--- config.mk ---
export PLATFORM = sky130hd
export DESIGN_NAME = bram_bank_flat
export DESIGN_NICKNAME = d
export VERILOG_FILES = /design/src/hw/mem_subsys_pkg.sv /design/src/hw/bram_bus_if.sv /design/src/hw/bram_bank.sv /design/src/flat_wrapper.sv
export SDC_FILE = /design/constraint.sdc
export NUM_CORES = 2
export LEC_CHECK = 0
export ABC_CLOCK_PERIOD_IN_PS = 17800
export BUFFER_PORTS_ARGS = -buffer_cell sky130_fd_sc_hd__buf_2
export CAP_MARGIN = 40
export CORE_MARGIN = 2
export CORE_UTILIZATION = 45
export DETAILED_ROUTE_END_ITERATION = 10
export HOLD_SLACK_MARGIN = 0.05
export PLACE_DENSITY = 0.64
export REMOVE_ABC_BUFFERS = 1
export SYNTH_ARGS = -nofsm -noshare
export SYNTH_HDL_FRONTEND = slang
export SYNTH_SLANG_ARGS = --single-unit
--- constraint.sdc ---
create_clock -name itf -period 17.8 [get_ports itf]
set_input_delay 3.56 -clock itf [delete_from_list [all_inputs] [get_ports itf]]
set_output_delay 3.56 -clock itf [all_outputs]
set_load 0.01 [all_outputs]
--- src/hw/mem_subsys_pkg.sv ---
// Shared widths, bank geometry and vector types for the line memory subsystem
`default_nettype none

package mem_subsys_pkg;

    // narrow multiplexed bus and storage widths
    localparam int BUS_W  = 32;
    localparam int WORD_W = 64;
    localparam int LINE_W = 256;

    // one line moves as eight narrow beats
    localparam int BEATS = LINE_W / BUS_W;

    // bank geometry
    localparam int NUM_BANKS      = 4;
    localparam int BANK_BITS      = 2;
    localparam int LINES_PER_BANK = 16;
    localparam int BANK_WORDS     = LINES_PER_BANK * LINE_W / WORD_W;

    // byte address, offset bits 4..0 and bits above 10 are ignored
    typedef logic [31:0]         addr_t;
    typedef logic [BUS_W-1:0]    bus_word_t;
    typedef logic [WORD_W-1:0]   mem_word_t;

    // beat k sits at line bits 32k upward
    typedef logic [LINE_W-1:0]   line_t;

    // bank number from address bits 6..5
    typedef logic [BANK_BITS-1:0] bank_idx_t;

    // line inside a bank from address bits 10..7
    typedef logic [$clog2(LINES_PER_BANK)-1:0] line_idx_t;

    typedef logic [$clog2(BEATS)-1:0] beat_idx_t;

endpackage

`default_nettype wire
--- src/hw/bram_bus_if.sv ---
// Narrow multiplexed address/data bus that links the line master to a single bank
`timescale 1ns/10ps
`default_nettype none

interface bram_bus_if;

    // held by the master for the whole transaction
    logic read_en;
    logic write_en;

    // beat qualifiers from the master
    logic address_on;
    logic data_on;
    mem_subsys_pkg::bus_word_t bus_c_to_m;

    // bank side
    logic resp;
    mem_subsys_pkg::bus_word_t bus_m_to_c;

    modport ctrl (
        output read_en, write_en, address_on, data_on, bus_c_to_m,
        input  resp, bus_m_to_c
    );

    modport mem (
        input  read_en, write_en, address_on, data_on, bus_c_to_m,
        output resp, bus_m_to_c
    );

    // read-side snoop used by the line assembler
    modport mon (
        input read_en, resp, bus_m_to_c
    );

endinterface

`default_nettype wire

--- src/hw/bram_bank.sv ---
// One memory bank: beat protocol FSM in front of a 64-bit word array, one per bus interface
`timescale 1ns/10ps
`default_nettype none

module bram_bank (
    input  wire logic itf,
    input  wire logic rst,
    bram_bus_if.mem   bus
);

    typedef enum logic [2:0] {
        st_idle,
        st_addr,
        st_wdata,
        st_fetch,
        st_read,
        st_recover
    } bstate_t;

    bstate_t state, next_state;

    mem_subsys_pkg::mem_word_t mem [mem_subsys_pkg::BANK_WORDS];

    mem_subsys_pkg::line_idx_t line_q;
    mem_subsys_pkg::beat_idx_t beat_q;

    // write packing
    mem_subsys_pkg::bus_word_t lo_q;
    mem_subsys_pkg::mem_word_t wr_word;
    logic [$clog2(mem_subsys_pkg::BANK_WORDS)-1:0] wr_idx;
    logic wr_pend;

    logic [$clog2(mem_subsys_pkg::BANK_WORDS)-1:0] rd_idx;
    mem_subsys_pkg::mem_word_t rd_word;
    logic addr_take;
    logic data_take;

    assign addr_take = (state == st_addr) && bus.address_on;
    assign data_take = (state == st_wdata) && bus.data_on;

    // resp is combinational for address and write beats
    assign bus.resp = addr_take || data_take || (state == st_read);

    always_comb begin
        next_state = state;
        case (state)
            st_idle: begin
                if (bus.read_en || bus.write_en) begin
                    next_state = st_addr;
                end
            end
            st_addr: begin
                if (bus.address_on) begin
                    next_state = bus.write_en ? st_wdata : st_fetch;
                end
            end
            st_wdata: begin
                if (bus.data_on && beat_q == mem_subsys_pkg::beat_idx_t'(mem_subsys_pkg::BEATS - 1)) begin
                    next_state = st_recover;
                end
            end
            st_fetch: begin
                next_state = st_read;
            end
            st_read: begin
                // pointer runs one ahead of the beat on the bus and wraps on the last one
                if (beat_q == '0) begin
                    next_state = st_recover;
                end
            end
            st_recover: begin
                next_state = st_idle;
            end
            default: begin
                next_state = st_idle;
            end
        endcase
    end

    always_ff @(posedge itf) begin
        if (rst) begin
            state   <= st_idle;
            beat_q  <= '0;
            wr_pend <= 1'b0;
        end else begin
            state   <= next_state;
            wr_pend <= data_take && beat_q[0];
            if (addr_take) begin
                beat_q <= '0;
            end else if (data_take || state == st_fetch || state == st_read) begin
                beat_q <= beat_q + 1'b1;
            end
        end
    end

    // odd beat completes a word, it lands in the array next cycle
    always_ff @(posedge itf) begin
        if (addr_take) begin
            line_q <= bus.bus_c_to_m[$bits(mem_subsys_pkg::line_idx_t)-1:0];
        end
        if (data_take) begin
            if (!beat_q[0]) begin
                lo_q <= bus.bus_c_to_m;
            end else begin
                wr_word <= {bus.bus_c_to_m, lo_q};
                wr_idx  <= {line_q, beat_q[2:1]};
            end
        end
    end

    assign rd_idx  = {line_q, beat_q[2:1]};
    assign rd_word = mem[rd_idx];

    always_ff @(posedge itf) begin
        if (wr_pend) begin
            mem[wr_idx] <= wr_word;
        end
        // registered read beat, low half first
        if (state == st_fetch || state == st_read) begin
            bus.bus_m_to_c <= beat_q[0] ? rd_word[63:32] : rd_word[31:0];
        end
    end

endmodule

`default_nettype wire

--- src/flat_wrapper.sv ---
// flat-port wrapper written by rule: the top's interface ports become plain ports
module bram_bank_flat 
  (itf, rst, bus_read_en, bus_write_en, bus_address_on, bus_data_on, bus_bus_c_to_m, bus_resp, bus_bus_m_to_c);
  bram_bus_if bus_i ();
  input  wire logic itf;
  input  wire logic rst;
  input wire logic [$bits(bus_i.read_en)-1:0] bus_read_en;
  input wire logic [$bits(bus_i.write_en)-1:0] bus_write_en;
  input wire logic [$bits(bus_i.address_on)-1:0] bus_address_on;
  input wire logic [$bits(bus_i.data_on)-1:0] bus_data_on;
  input wire logic [$bits(bus_i.bus_c_to_m)-1:0] bus_bus_c_to_m;
  output wire logic [$bits(bus_i.resp)-1:0] bus_resp;
  output wire logic [$bits(bus_i.bus_m_to_c)-1:0] bus_bus_m_to_c;
  assign bus_i.read_en = bus_read_en;
  assign bus_i.write_en = bus_write_en;
  assign bus_i.address_on = bus_address_on;
  assign bus_i.data_on = bus_data_on;
  assign bus_i.bus_c_to_m = bus_bus_c_to_m;
  assign bus_resp = bus_i.resp;
  assign bus_bus_m_to_c = bus_i.bus_m_to_c;
  bram_bank u_core (.itf(itf), .rst(rst), .bus(bus_i));
endmodule
==> flow_summary.html <==
<table>
<tr><th>Metric</th><th>Value</th></tr>
<tr><th colspan="2">GRT</th></tr>
<tr><td>Wire length of the first global-routing pass</td><td>582 mm</td></tr>
<tr><td>Maximum number of pins on one net before global-route repair</td><td>156</td></tr>
<tr><td>Overflow after GRT</td><td>0</td></tr>
<tr><td>Number of antenna violations at the first check in global routing</td><td>17</td></tr>
<tr><td>Number of global-route vias before repair</td><td>72.4k</td></tr>
<tr><td>Overall routing resource usage</td><td>23.4%</td></tr>
<tr><th colspan="2">Setup path</th></tr>
<tr><td>Series of cell instances along the critical path</td><td>buf_2 -&gt; nand2_1 -&gt; a21o_1 -&gt; nand2_1 -&gt; buf_2</td></tr>
<tr><td>Endpoint kind of the worst setup timing path</td><td>output port</td></tr>
<tr><td>Register-to-register setup slack</td><td>12.20 ns</td></tr>
<tr><td>Critical setup path kind</td><td>in -&gt; out</td></tr>
<tr><td>Critical path arrival</td><td>4.30 ns</td></tr>
<tr><td>Startpoint Class</td><td>input pin</td></tr>
<tr><td>Highest net fanout along the worst path</td><td>4</td></tr>
<tr><td>Worst setup path startpoint</td><td>bus_data_on</td></tr>
<tr><td>Worst EP required</td><td>14.24 ns</td></tr>
<tr><td>Max stage delay on crit path</td><td>0.23 ns</td></tr>
<tr><td>Dominant delay contributor by cell family on the critical path</td><td>buffers and inverters</td></tr>
<tr><td>WP buf/inv</td><td>2</td></tr>
<tr><td>CP max-delay cell</td><td>sky130_fd_sc_hd__a21o_1</td></tr>
<tr><td>Critical register-to-register path startpoint</td><td>u_core.beat_q[1]</td></tr>
<tr><td>Number of cells on the worst reg-to-reg path</td><td>8</td></tr>
<tr><td>End of the worst register-to-register path</td><td>u_core.bus.bus_m_to_c[19]</td></tr>
<tr><td>Stages on worst setup path</td><td>5</td></tr>
<tr><td>Endpoint of the most critical setup path</td><td>bus_resp</td></tr>
<tr><th colspan="2">Timing</th></tr>
<tr><td>Crit share post-route</td><td>44.2%</td></tr>
<tr><td>Unrepaired setup endpoints after global routing</td><td>no</td></tr>
<tr><td>Final Max Tran Viols</td><td>0</td></tr>
<tr><td>Setup violators final</td><td>0</td></tr>
<tr><td>Actual slew at the worst max-slew pin</td><td>1.36 ns</td></tr>
<tr><td>Worst-case headroom to the max-slew limit</td><td>9.45%</td></tr>
<tr><td>Final Critical Period</td><td>7.86 ns</td></tr>
<tr><td>Final total negative setup slack</td><td>0 ns</td></tr>
<tr><td>Max Clock Skew</td><td>0.0547 ns</td></tr>
<tr><td>Endpoints failing hold</td><td>0</td></tr>
<tr><td>Highest clock frequency the design can meet</td><td>127 MHz</td></tr>
<tr><th colspan="2">Layout</th></tr>
<tr><td>Post-synthesis to final-layout area growth</td><td>14.7%</td></tr>
<tr><td>Post-route core utilization</td><td>51.9%</td></tr>
<tr><td>Final nets</td><td>6,624</td></tr>
<tr><td>Share of post-route cells with drive strength above 1</td><td>35.4%</td></tr>
<tr><td>Total area of sequential cells</td><td>127,000 um^2</td></tr>
<tr><td>Fill cell count</td><td>26.3k</td></tr>
<tr><td>Total area of multi-input combinational cells</td><td>31,800 um^2</td></tr>
<tr><th colspan="2">Routing</th></tr>
<tr><td>Total length of routed met2 wires</td><td>208 mm</td></tr>
<tr><td>Detailed-routing wirelength on met1</td><td>160 mm</td></tr>
<tr><td>Routed wire per std cell</td><td>36.1 um</td></tr>
<tr><td>Detailed Routing Iterations Pass 1</td><td>5</td></tr>
<tr><td>Highest signal layer in the routed design</td><td>met5</td></tr>
<tr><td>Number of vias after detailed routing</td><td>73.0k</td></tr>
<tr><td>Via density</td><td>6.26</td></tr>
<tr><td>Post-route ant nets</td><td>0</td></tr>
<tr><td>Met3 Routed Length</td><td>43.1 mm</td></tr>
<tr><td>Residual DRC count</td><td>0</td></tr>
<tr><td>Final wirelength</td><td>421 mm</td></tr>
<tr><td>Number of violations reported at the end of detailed-routing iteration 0</td><td>11.3k</td></tr>
<tr><th colspan="2">Power</th></tr>
<tr><td>Power per Cell Area</td><td>113 nW/um^2</td></tr>
<tr><td>Static power due to leakage</td><td>0.0553 uW</td></tr>
<tr><td>Peak ir drop on the vdd network</td><td>0.0834 mV</td></tr>
<tr><th colspan="2">Clock network</th></tr>
<tr><td>Hold buffer count at CTS</td><td>0</td></tr>
<tr><td>Setup bufs post-CTS</td><td>0</td></tr>
<tr><td>Number of clock buffers inserted by TritonCTS</td><td>424</td></tr>
<tr><td>Clock latency on the worst-skew pair</td><td>0.97 ns</td></tr>
<tr><td>Clock Tree Root</td><td>sky130_fd_sc_hd__clkbuf_16</td></tr>
<tr><td>CTS H-tree lvls</td><td>5</td></tr>
<tr><td>Clock transition at the register clock pins on the worst setup and hold paths after CTS</td><td>0.06 ns</td></tr>
<tr><td>Sink Count</td><td>4,241</td></tr>
<tr><td>Maximum clock insertion buffer count</td><td>4</td></tr>
<tr><td>Total of cells resized after clock tree synthesis</td><td>0</td></tr>
<tr><td>CTS tree</td><td>built</td></tr>
<tr><th colspan="2">Yosys</th></tr>
<tr><td>Avg Synthesized Cell Area</td><td>26.4 um^2</td></tr>
<tr><td>Post-synth design cell area</td><td>160,000 um^2</td></tr>
<tr><td>Number of instances in the synthesized netlist</td><td>6,059</td></tr>
<tr><td>Count of cell types in the netlist</td><td>34</td></tr>
<tr><td>Seq/Total Area, Yosys</td><td>79.6%</td></tr>
<tr><td>YS warnings</td><td>0</td></tr>
<tr><td>Number of storage elements in the synthesis netlist</td><td>4,241</td></tr>
<tr><th colspan="2">Die</th></tr>
<tr><td>Die height</td><td>600 um</td></tr>
<tr><td>Placement row count</td><td>218</td></tr>
<tr><td>Initial standard-cell utilization of the core</td><td>45.3%</td></tr>
<tr><td>Die X</td><td>600 um</td></tr>
<tr><td>Die area</td><td>360,000 um^2</td></tr>
<tr><td>Core footprint</td><td>353,000 um^2</td></tr>
<tr><td>Number of top-level pins</td><td>71</td></tr>
<tr><th colspan="2">Status</th></tr>
<tr><td>Outcome</td><td>complete, no violations</td></tr>
<tr><th colspan="2">Place</th></tr>
<tr><td>Routability-driven placement congestion ratio</td><td>0.754</td></tr>
<tr><td>Port Buffers</td><td>70</td></tr>
<tr><td>Half-perimeter wire length of the detailed placement result</td><td>217 mm</td></tr>
<tr><th colspan="2">Run</th></tr>
<tr><td>Number of maximum-capacitance violations</td><td>0</td></tr>
<tr><th colspan="2">Min path</th></tr>
<tr><td>Class of the most critical hold timing path</td><td>reg -&gt; reg</td></tr>
</table>
layout by cell type (no fill, tap or decap), types with 6 or more instances in the layout:
master | synthesis | layout
sky130_fd_sc_hd__nand2_1 | 15 | 14
sky130_fd_sc_hd__nand3_1 | 7 | 7
sky130_fd_sc_hd__clkinv_2 | 0 | 69
sky130_fd_sc_hd__bufinv_16 | 0 | 50
sky130_fd_sc_hd__buf_2 | 74 | 70
sky130_fd_sc_hd__clkinv_8 | 0 | 6
sky130_fd_sc_hd__buf_16 | 0 | 64
sky130_fd_sc_hd__clkbuf_1 | 168 | 86
sky130_fd_sc_hd__clkinv_1 | 0 | 94
sky130_fd_sc_hd__buf_4 | 13 | 236
sky130_fd_sc_hd__nor2_1 | 71 | 7
sky130_fd_sc_hd__nor2_4 | 0 | 64
sky130_fd_sc_hd__mux4_2 | 1344 | 1344
sky130_fd_sc_hd__inv_6 | 0 | 11
sky130_fd_sc_hd__clkinvlp_4 | 0 | 20
sky130_fd_sc_hd__edfxtp_1 | 4234 | 4234
sky130_fd_sc_hd__buf_12 | 0 | 30
sky130_fd_sc_hd__buf_8 | 0 | 6
sky130_fd_sc_hd__mux2_2 | 32 | 32
sky130_fd_sc_hd__clkbuf_16 | 0 | 427
worst reg2reg max path: cells and delay by family, from the launching register on:
kind                   cells  cell delay (ns)
buffers and inverters      4             2.67
multiplexers               4             1.85
flip-flops                 1             0.85
per-layer routing:
metal,GRT usage (%),up-vias
li1,-,27856
met1,32.5,40264
met2,38.0,4255
met3,4.96,646
met4,5.72,2
met5,0,-
registers in the layout (all words and copies together), names as in the netlist:
signal and count:
u_core.beat_q 3, u_core.bus.bus_m_to_c 32, u_core.line_q 4, u_core.lo_q 32, u_core.mem 4096, u_core.state 3
u_core.wr_idx 6, u_core.wr_pend 1, u_core.wr_word 64
stage by stage:
step | cell area [um^2] | power [uW] | setup slack (ns) | hold slack, ns | cells
6_report | 183000 | 20600 | 9.94 | 0.398 | 11669
5_1_grt | 183000 | 21200 | 9.89 | 0.400 | 11666
4_1_cts | 183000 | 20800 | 9.90 | 0.397 | 11661
3_5_place_dp | 170000 | 11900 | 9.91 | 0.405 | 10884
3_3_place_gp | 167000 | 11900 | 9.84 | 0.401 | 10795
2_1_floorplan | 159000 | 12700 | -28.75 | 0.400 | 5749
worst min path at each step:
stage	start	end	slack [ns]	depth (start not counted)
detailed placement	u_core.lo_q[25]	u_core.wr_word[25]	0.40	0
global route	u_core.lo_q[24]	u_core.wr_word[24]	0.40	0
global placement	u_core.lo_q[23]	u_core.wr_word[23]	0.40	0
CTS	u_core.lo_q[24]	u_core.wr_word[24]	0.40	0
floorplan	u_core.lo_q[0]	u_core.wr_word[0]	0.40	0
finish	u_core.lo_q[24]	u_core.wr_word[24]	0.40	0
cell usage after synthesis:
cell                       number  area share (%)
sky130_fd_sc_hd__edfxtp_1    4234              80
sky130_fd_sc_hd__mux4_2      1344              19
sky130_fd_sc_hd__clkbuf_1     168            0.39
sky130_fd_sc_hd__buf_2         74            0.23
sky130_fd_sc_hd__nor2_1        71            0.17
sky130_fd_sc_hd__buf_1         54            0.13
sky130_fd_sc_hd__mux2_2        32            0.23
sky130_fd_sc_hd__nand2_1       15           0.035
sky130_fd_sc_hd__buf_4         13           0.061
sky130_fd_sc_hd__dfxtp_1        7           0.088
sky130_fd_sc_hd__nand3_1        7           0.022
sky130_fd_sc_hd__nand3b_1       5           0.023
sky130_fd_sc_hd__nor2b_1        5           0.020
sky130_fd_sc_hd__a21oi_1        4           0.013
sky130_fd_sc_hd__ha_1           3           0.023
sky130_fd_sc_hd__a21o_1         2          0.0094
sky130_fd_sc_hd__nor3_1         2          0.0063
sky130_fd_sc_hd__o21bai_1       2          0.0094
sky130_fd_sc_hd__or3b_2         2           0.011
sky130_fd_sc_hd__a211oi_1       1          0.0047
sky130_fd_sc_hd__a21boi_0       1          0.0047
sky130_fd_sc_hd__a221oi_1       1          0.0055
sky130_fd_sc_hd__buf_6          1          0.0070
sky130_fd_sc_hd__inv_1          1          0.0023
sky130_fd_sc_hd__inv_2          1          0.0023
sky130_fd_sc_hd__mux2i_1        1          0.0063
sky130_fd_sc_hd__nand2b_1       1          0.0039
sky130_fd_sc_hd__nand4_1        1          0.0039
sky130_fd_sc_hd__nor3b_1        1          0.0047
sky130_fd_sc_hd__nor4_1         1          0.0039
sky130_fd_sc_hd__o21ai_0        1          0.0031
sky130_fd_sc_hd__or2_2          1          0.0039
sky130_fd_sc_hd__or3_1          1          0.0039
sky130_fd_sc_hd__xnor2_1        1          0.0055
final cells by class:
class	instances	area share, %
Sequential cell	4241	69.4
Multi-Input combinational cell	1506	17.3
Clock buffer	517	6.03
Tap cell	4730	3.23
Timing Repair Buffer	408	2.50
Clock inverter	260	1.51
Antenna cell	5	0.00682
Inverter	2	0.00546
kinds of logic after synthesis:
family                   Yosys count  share of synthesized area, %
multiplexers                    1377                          19.2
buffers and inverters            312                         0.826
adder cells (fa/ha/maj)            3                        0.0235
AND/OR/NAND/NOR                  113                         0.308
flip-flops                      4241                          79.6
XOR/XNOR                           1                       0.00548
AO/OA/AOI/OAI                     12                        0.0493
where the power goes:
part / internal, uW / switching, uW
sequential: 10900 / 17.4
combinational: 413 / 439
clock: 5150 / 3760
total: 16400 / 4220
Note: power is estimated with default switching activity, not from simulation.
